--- src/adv_timer_pkg.sv ---
// Advanced timer subsystem definitions
// Register map, CTRL bit positions and the per-timer config and status structs

package adv_timer_pkg;

   localparam int APB_AW = 8;              // APB address width
   localparam int APB_DW = 32;             // APB data width
   localparam int CNT_W  = 16;             // Counter width used by the struct fields

   // Per-timer register block, one every TMR_STRIDE bytes
   localparam int TMR_STRIDE = 'h20;
   localparam logic [APB_AW-1:0] OFS_CTRL   = 8'h00;
   localparam logic [APB_AW-1:0] OFS_PRESC  = 8'h04;
   localparam logic [APB_AW-1:0] OFS_THRESH = 8'h08;
   localparam logic [APB_AW-1:0] OFS_CMP    = 8'h0C;
   localparam logic [APB_AW-1:0] OFS_COUNT  = 8'h10;   // Read only

   localparam logic [APB_AW-1:0] ADDR_STATUS = 8'h80;  // Global sticky wrap flags

   // CTRL fields
   localparam int CTRL_EN_BIT  = 0;
   localparam int CTRL_SRC_BIT = 1;        // 0 HCLK, 1 low-speed clock
   localparam int CTRL_OS_BIT  = 2;        // One-shot
   localparam int CTRL_CLR_BIT = 3;        // Self-clearing, reads as 0

   // Configuration of one timer core
   typedef struct packed {
      logic             enable;
      logic             src_sel;
      logic             clear;   // One-cycle pulse
      logic [CNT_W-1:0] presc;
      logic [CNT_W-1:0] thresh;
      logic [CNT_W-1:0] cmp;
   } timer_cfg_t;

   // Core state reported back to the register block
   typedef struct packed {
      logic [CNT_W-1:0] count;
      logic             wrap;    // One-cycle pulse on threshold wrap
   } timer_stat_t;

endpackage

--- src/lsclk_sync.sv ---
// Low-speed clock synchronizer
// Brings the slow clock into HCLK and emits one tick per rising edge

`timescale 1ns/1ps

module lsclk_sync (
   input  logic HCLK,
   input  logic arst_n,
   input  logic ls_clk,
   output logic ls_tick
);

   logic ls_meta;   // First sync stage
   logic ls_sync;   // Second sync stage
   logic ls_prev;   // Delayed copy for edge detect

   always_ff @(posedge HCLK or negedge arst_n) begin
      if (!arst_n) begin
         ls_meta <= 1'b0;
         ls_sync <= 1'b0;
         ls_prev <= 1'b0;
         ls_tick <= 1'b0;
      end else begin
         ls_meta <= ls_clk;
         ls_sync <= ls_meta;
         ls_prev <= ls_sync;
         ls_tick <= ls_sync & ~ls_prev;   // Registered so the pulse lands 3 cycles after the edge
      end
   end

endmodule

--- src/adv_timer_core.sv ---
// Single timer core
// Source select, prescaler, wrapping up-counter and compare level output

`timescale 1ns/1ps

module adv_timer_core #(
   parameter int CNT_W = 16
) (
   input  logic                       HCLK,
   input  logic                       arst_n,
   input  logic                       ls_tick,
   input  adv_timer_pkg::timer_cfg_t  cfg,
   output adv_timer_pkg::timer_stat_t stat,
   output logic                       pwm
);

   logic [CNT_W-1:0] presc_cnt;   // Source events since last counter step
   logic [CNT_W-1:0] count_q;     // Main counter
   logic             src_evt;     // One count source event this cycle
   logic             presc_done;
   logic             step;        // Counter advances this cycle
   logic             at_thresh;
   logic             wrap;

   // HCLK source counts every cycle, low-speed source only on the synced tick
   assign src_evt = cfg.src_sel ? ls_tick : 1'b1;

   // Greater-or-equal so a presc lowered on the fly cannot strand the prescaler
   assign presc_done = (presc_cnt >= cfg.presc);

   assign step = cfg.enable & src_evt & presc_done & ~cfg.clear;

   assign at_thresh = (count_q >= cfg.thresh);   // Same idea for thresh

   assign wrap = step & at_thresh;

   // Prescaler
   always_ff @(posedge HCLK or negedge arst_n) begin
      if (!arst_n) begin
         presc_cnt <= '0;
      end else if (cfg.clear) begin
         presc_cnt <= '0;                          // Clear works even when disabled
      end else if (cfg.enable && src_evt) begin
         if (presc_done) begin
            presc_cnt <= '0;
         end else begin
            presc_cnt <= presc_cnt + 1'b1;
         end
      end
   end

   // Counter with threshold wrap
   always_ff @(posedge HCLK or negedge arst_n) begin
      if (!arst_n) begin
         count_q <= '0;
      end else if (cfg.clear) begin
         count_q <= '0;
      end else if (step) begin
         if (at_thresh) begin
            count_q <= '0;                         // Wrap back to zero
         end else begin
            count_q <= count_q + 1'b1;
         end
      end
   end

   // Wrap is combinational so one-shot disable lands on the same edge as the reload
   assign stat = '{count: count_q, wrap: wrap};

   // PWM level decoded from the count register, matches a COUNT read
   assign pwm = (count_q < cfg.cmp);

endmodule

--- src/apb_timer_regs.sv ---
// APB register block for the timer subsystem
// Per-timer config, one-shot disable, sticky wrap status and interrupt

`timescale 1ns/1ps

module apb_timer_regs #(
   parameter int N_TIMERS = 4,
   parameter int CNT_W    = 16
) (
   input  logic                              HCLK,
   input  logic                              arst_n,
   input  logic                              psel,
   input  logic                              penable,
   input  logic                              pwrite,
   input  logic [adv_timer_pkg::APB_AW-1:0]  paddr,
   input  logic [adv_timer_pkg::APB_DW-1:0]  pwdata,
   output logic [adv_timer_pkg::APB_DW-1:0]  prdata,
   output logic                              pready,
   output logic                              pslverr,
   output adv_timer_pkg::timer_cfg_t         cfg [N_TIMERS],
   input  adv_timer_pkg::timer_stat_t        stat [N_TIMERS],
   output logic                              irq
);

   import adv_timer_pkg::*;

   timer_cfg_t          cfg_q [N_TIMERS];   // Live config per timer
   logic [N_TIMERS-1:0] one_shot_q;         // Stop on first wrap
   logic [N_TIMERS-1:0] status_q;           // Sticky wrap flags
   logic                irq_q;
   logic                wr_en;
   logic                rd_en;
   logic                wr_status;

   // Absolute address of a register inside timer idx
   function automatic logic [APB_AW-1:0] reg_addr(input int idx, input logic [APB_AW-1:0] ofs);
      return APB_AW'(idx * TMR_STRIDE) + ofs;
   endfunction

   assign wr_en     = psel & penable & pwrite;       // Commit at end of access phase
   assign rd_en     = psel & ~pwrite;
   assign wr_status = wr_en & (paddr == ADDR_STATUS);

   // No wait states, no errors
   assign pready  = 1'b1;
   assign pslverr = 1'b0;

   // Config registers and one-shot handling
   always_ff @(posedge HCLK or negedge arst_n) begin
      if (!arst_n) begin
         for (int i = 0; i < N_TIMERS; i++) begin
            cfg_q[i] <= '0;
         end
         one_shot_q <= '0;
      end else begin
         for (int i = 0; i < N_TIMERS; i++) begin
            cfg_q[i].clear <= 1'b0;                     // Pulse lasts one cycle
            if (wr_en && paddr == reg_addr(i, OFS_CTRL)) begin
               cfg_q[i].enable  <= pwdata[CTRL_EN_BIT];
               cfg_q[i].src_sel <= pwdata[CTRL_SRC_BIT];
               cfg_q[i].clear   <= pwdata[CTRL_CLR_BIT];
               one_shot_q[i]    <= pwdata[CTRL_OS_BIT];
            end
            if (wr_en && paddr == reg_addr(i, OFS_PRESC)) begin
               cfg_q[i].presc <= pwdata[CNT_W-1:0];
            end
            if (wr_en && paddr == reg_addr(i, OFS_THRESH)) begin
               cfg_q[i].thresh <= pwdata[CNT_W-1:0];
            end
            if (wr_en && paddr == reg_addr(i, OFS_CMP)) begin
               cfg_q[i].cmp <= pwdata[CNT_W-1:0];
            end
            // One-shot stop, same edge as the counter reload to 0
            if (one_shot_q[i] && stat[i].wrap) begin
               cfg_q[i].enable <= 1'b0;
            end
         end
      end
   end

   assign cfg = cfg_q;

   // Sticky status, write 1 to clear, a wrap in the same cycle wins
   always_ff @(posedge HCLK or negedge arst_n) begin
      if (!arst_n) begin
         status_q <= '0;
         irq_q    <= 1'b0;
      end else begin
         for (int i = 0; i < N_TIMERS; i++) begin
            if (stat[i].wrap) begin
               status_q[i] <= 1'b1;
            end else if (wr_status && pwdata[i]) begin
               status_q[i] <= 1'b0;
            end
         end
         irq_q <= |status_q;   // One cycle behind STATUS
      end
   end

   assign irq = irq_q;

   // Read mux, unmapped addresses return 0
   always_comb begin
      prdata = '0;
      if (rd_en) begin
         for (int i = 0; i < N_TIMERS; i++) begin
            if (paddr == reg_addr(i, OFS_CTRL)) begin
               prdata[CTRL_EN_BIT]  = cfg_q[i].enable;
               prdata[CTRL_SRC_BIT] = cfg_q[i].src_sel;
               prdata[CTRL_OS_BIT]  = one_shot_q[i];   // Clear bit stays 0
            end
            if (paddr == reg_addr(i, OFS_PRESC))  prdata[CNT_W-1:0] = cfg_q[i].presc;
            if (paddr == reg_addr(i, OFS_THRESH)) prdata[CNT_W-1:0] = cfg_q[i].thresh;
            if (paddr == reg_addr(i, OFS_CMP))    prdata[CNT_W-1:0] = cfg_q[i].cmp;
            if (paddr == reg_addr(i, OFS_COUNT))  prdata[CNT_W-1:0] = stat[i].count;
         end
         if (paddr == ADDR_STATUS) begin
            prdata[N_TIMERS-1:0] = status_q;
         end
      end
   end

endmodule

--- src/apb_adv_timer_ss.sv ---
// APB advanced timer subsystem top
// Register block, low-speed clock synchronizer and N_TIMERS timer cores

`timescale 1ns/1ps

module apb_adv_timer_ss #(
   parameter int N_TIMERS = 4,
   parameter int CNT_W    = 16
) (
   input  logic                             HCLK,
   input  logic                             arst_n,
   input  logic                             ls_clk,     // Slow clock, sampled into HCLK
   input  logic                             psel,
   input  logic                             penable,
   input  logic                             pwrite,
   input  logic [adv_timer_pkg::APB_AW-1:0] paddr,
   input  logic [adv_timer_pkg::APB_DW-1:0] pwdata,
   output logic [adv_timer_pkg::APB_DW-1:0] prdata,
   output logic                             pready,
   output logic                             pslverr,
   output logic [N_TIMERS-1:0]              pwm,
   output logic                             irq
);

   import adv_timer_pkg::*;

   timer_cfg_t  cfg  [N_TIMERS];   // Register block to cores
   timer_stat_t stat [N_TIMERS];   // Cores back to register block
   logic        ls_tick;           // One pulse per low-speed rising edge

   lsclk_sync i_lsclk_sync (
      .HCLK    (HCLK),
      .arst_n  (arst_n),
      .ls_clk  (ls_clk),
      .ls_tick (ls_tick)
   );

   apb_timer_regs #(
      .N_TIMERS (N_TIMERS),
      .CNT_W    (CNT_W)
   ) i_apb_timer_regs (
      .HCLK    (HCLK),
      .arst_n  (arst_n),
      .psel    (psel),
      .penable (penable),
      .pwrite  (pwrite),
      .paddr   (paddr),
      .pwdata  (pwdata),
      .prdata  (prdata),
      .pready  (pready),
      .pslverr (pslverr),
      .cfg     (cfg),
      .stat    (stat),
      .irq     (irq)
   );

   for (genvar i = 0; i < N_TIMERS; i++) begin : g_core
      adv_timer_core #(
         .CNT_W (CNT_W)
      ) i_adv_timer_core (
         .HCLK    (HCLK),
         .arst_n  (arst_n),
         .ls_tick (ls_tick),
         .cfg     (cfg[i]),
         .stat    (stat[i]),
         .pwm     (pwm[i])
      );
   end

endmodule

--- config.mk ---
export PLATFORM = sky130hd
export DESIGN_NAME = apb_adv_timer_ss
export DESIGN_NICKNAME = d
export VERILOG_FILES = /design/src/adv_timer_pkg.sv /design/src/lsclk_sync.sv /design/src/adv_timer_core.sv /design/src/apb_timer_regs.sv /design/src/apb_adv_timer_ss.sv
export SDC_FILE = /design/constraint.sdc
export NUM_CORES = 1
export LEC_CHECK = 0
export ABC_AREA = 1
export CAP_MARGIN = 20
export CORE_MARGIN = 3
export CORE_UTILIZATION = 50
export DETAILED_ROUTE_END_ITERATION = 8
export DONT_BUFFER_PORTS = 1
export GPL_TIMING_DRIVEN = 0
export SYNTH_ARGS = -nofsm -noshare
export SYNTH_HDL_FRONTEND = slang
export SYNTH_SLANG_ARGS = --single-unit
--- constraint.sdc ---
create_clock -name HCLK -period 2.6 [get_ports HCLK]
set_input_delay 0.13 -clock HCLK [delete_from_list [all_inputs] [get_ports HCLK]]
set_output_delay 0.13 -clock HCLK [all_outputs]
set_load 0.005 [all_outputs]
==> summary.md <==
| Metric | Value |
|---|---|
| Status | `complete, but fails checks` |
| Violated checks | `hold timing, setup timing` |
| Synth async-reset ratio | `100%` |
| R2r worst-path depth | `20` |
| Mean Syn Cell Area | `7.72 µm²` |
| Slew Limit Headroom | `9.18%` |
| Clk buf depth | `3` |
| Max Clk Rate | `0.365 GHz` |
| Number of global-route vias before repair | `18900` |
| Cell variety after synth | `52` |
| Num CTS Buffers | `41` |
| Kind of critical path | `flop to output pin` |
| Sequential share of power | `40.1%` |
| DR pass1 iterations | `5` |
| Internal reg-to-reg setup slack | `0.09 ns` |
| Htree depth | `2` |
| Least-Margin Pin Slew | `1.36 ns` |
| Rows | `75` |
| Commonest cells after routing, fill and taps aside | `nand2_1 (594), inv_1 (440), dfrtp_1 (324), o21ai_0 (318), ha_1 (190)` |
| Die Wd | `214 µm` |
| Minimum hold slack | `-0.741 ns` |
| VDD IR max | `0.000382 V` |
| Core Util, Final | `61.4%` |
| Synth Flop Type | `dfrtp_1` |
| CP Capture Type | `output pin` |
| Internal power | `0.0102 W` |
| Detailed Route WL | `68700 µm` |
| Reg-to-Reg Start | `i_apb_timer_regs.cfg[84]$_DFFE_PN0P_` |
| Lkg Pwr | `11.7 nW` |
| Synth warnings | `0` |
| Vias | `19800` |
| Fraction of layout cells with a size suffix above 1 | `15.7%` |
| Layout area overhead | `19.9%` |
| Die area | `46000 µm²` |
| Final hold viol count | `345` |
| Mapped Cells | `2812` |
| Number of fillers in the final layout | `3767` |
| Vias per inst | `5.54` |
| Setup violations, final | `6` |
| Worst hold-check path type | `input pin to async pin` |
| Minimum clock period | `2.74 ns` |
| Largest cells by area after synthesis | `dfrtp_1 (40%), ha_1 (11%), nand2_1 (11%)` |
| Number of synthesized register bits | `345` |
| CP Launch Type | `flop` |
| First-pass GRT wire length | `106000 µm` |
| # IOs | `85` |
| Clock sinks | `345` |
| RSZ-0062 raised after global routing | `true` |
| Iter 0 DRT Violations | `1677` |
| Worst Slack Setup Final | `-0.137 ns` |
| Gpl congestion | `0.962` |
| Initial antenna violation count | `0` |
| Post-DP HPWL | `49200 µm` |
| Post-synthesis sequential area ratio | `39.7%` |
| Top cell type's share of synthesized area | `39.7%` |
| Buffers on Ports | `0` |
| Global-route usage over all layers | `29.2%` |
| Placed cells | `3408` |
| Largest net degree at the start of global routing | `346` |
| Clk root buf | `clkbuf_16` |
| Remaining antenna violation count | `0` |
| Slew Viols, Final | `0` |
| CP Data Arrival Time | `2.61 ns` |
| P_sw | `0.00372 W` |
| Final worst-path cycle share | `105%` |
| Comb pwr share | `12.8%` |
| EDFF count, synth | `0` |
| Post-Syn Area | `21700 µm²` |
| Largest area contributor in the netlist | `dfrtp_1` |
| P per Cell Area | `534 nW/µm²` |
| Finished Layout Cells | `3583` |
| Initial Utilization | `51.2%` |
| Sw Share | `26.8%` |
| Worst-Skew Late Latency | `0.59 ns` |
| Max cap viols | `0` |
| CP max FO | `2` |
| Core area | `42400 µm²` |
| Hold Buf Count CTS | `18` |
| Die Span Y | `214 µm` |
| Clock network fraction of total power | `47.1%` |
| Total grt overflow | `0` |
| TritonCTS clock tree | `built` |
| Final worst clock skew | `0.0334 ns` |
| Reg-to-Reg End | `g_core[2].i_adv_timer_core.presc_cnt[0]$_DFFE_PN0P_` |
| DRC viols | `0` |
| Req. time, crit path | `2.47 ns` |
| Clock-pin slew on the worst setup and hold paths | `0.06 ns` |
| Commonest non-fill, non-tap cell in the layout | `nand2_1` |
| Avg WL per Cell | `19.2 µm` |
| # nets final | `3213` |
## cell type report
cell class	count	area [µm²]	share of cell area (%)
plain buffers	111	559	2.15
clock buffers	52	1120	4.29
diodes	3	7.51	0.0288
flip-flops and latches	345	8660	33.2
clock inverters	23	394	1.51
repair buffers	99	843	3.24
multi-input cells	1884	11900	45.7
well taps	577	722	2.77
inverters	489	1840	7.06
## power by group through the flow
stage                     clock network [W]  registers (W)  logic (W)
after floorplan                           0        0.00564   0.000853
after CTS                           0.00661        0.00557    0.00138
after global routing                0.00685        0.00558    0.00194
final                               0.00655        0.00557    0.00178
after detailed placement                  0        0.00567    0.00127
after global placement                    0        0.00567    0.00125
## metal layers
metal / routed length [µm] / GRT usage [%]
met1: 31000 / 41.1
met2: 30900 / 45.3
met5: 0 / 0
met4: 2770 / 12.2
met3: 4060 / 4.35
## per-stage QoR
stage | area [µm²] | TNS (ns) | total power [W] | setup WS [ns]
final | 26100 | -0.360 | 0.0139 | -0.137
after floorplan | 21800 | 0 | 0.00649 | 0.456
after global routing | 26000 | -2.73 | 0.0144 | -0.208
after global placement | 22500 | -10.44 | 0.00691 | -0.429
after detailed placement | 22500 | -10.93 | 0.00694 | -0.413
after CTS | 25100 | -0.731 | 0.0136 | -0.146
## worst max path at each step
stage | from | cells past startpoint | endpoint
4_1_cts | i_apb_timer_regs.cfg[195]$_DFFE_PN0P_ | 10 | prdata[10]
2_1_floorplan | g_core[1].i_adv_timer_core.count_q[0]$_DFFE_PN0P_ | 15 | g_core[1].i_adv_timer_core.count_q[9]$_DFFE_PN0P_
3_5_place_dp | paddr[1] | 12 | prdata[10]
3_3_place_gp | paddr[1] | 12 | prdata[10]
5_1_grt | i_apb_timer_regs.cfg[52]$_DFFE_PN0P_ | 11 | pwm[2]
6_report | i_apb_timer_regs.cfg[195]$_DFFE_PN0P_ | 10 | prdata[10]
## flip-flops by register name (all words and copies together), names as in the netlist, 4 cells and up
name and count:
i_apb_timer_regs.one_shot_q 4, g_core.i_adv_timer_core.presc_cnt 64, g_core.i_adv_timer_core.count_q 64, i_apb_timer_regs.cfg 204
i_apb_timer_regs.status_q 4
## critical path: stages (launching register included)
cell       delay [ns]
dfrtp_1          0.39
inv_2            0.10
o21ai_2          0.08
o21ai_2          0.20
o211ai_1         0.20
o22ai_2          0.26
o2111ai_2        0.18
a21oi_2          0.25
nand4_1          0.19
nand2_2          0.13
inv_2            0.04
## synthesized netlist by cell type (6+ instances only)
library cell and number:
a211oi_1 7, nand3_1 111, xor2_1 51, inv_1 478, nor2_2 9, dfrtp_1 345, nand4_1 35, nand2_1 615
clkbuf_1 72, buf_2 13, a21oi_1 105, a21o_1 6, o21ai_0 350, o211ai_1 14, nor3_1 18, o32ai_1 9
o21ai_1 21, nor3_2 14, o31ai_1 7, inv_2 9, xnor2_1 12, nor2_1 129, ha_1 196, buf_4 24
o22ai_1 102
## timing repair
action,4_1_cts,5_1_grt
endpoints found under the hold margin,396,345
gates cloned,0,3
pin swaps,83,118
setup endpoints to repair,87,125
setup buffers,28,47
gates resized for setup,156,167
## kinds of logic (layout without fill, tap and decap cells)
kind of cell               Yosys count  count (layout)  share of synthesized area (%)
and+or+nand+nor                    961             962                           19.2
DFF                                345             345                           39.7
xor gates and xnor gates            63              63                           2.54
adders and majority gates          196             196                           11.3
other                                2              21                         0.0346
AOI/OAI and AO/OA                  645             645                           16.4
buffers and inverters              600             774                           10.9
Note: power is estimated with default switching activity, not from simulation.
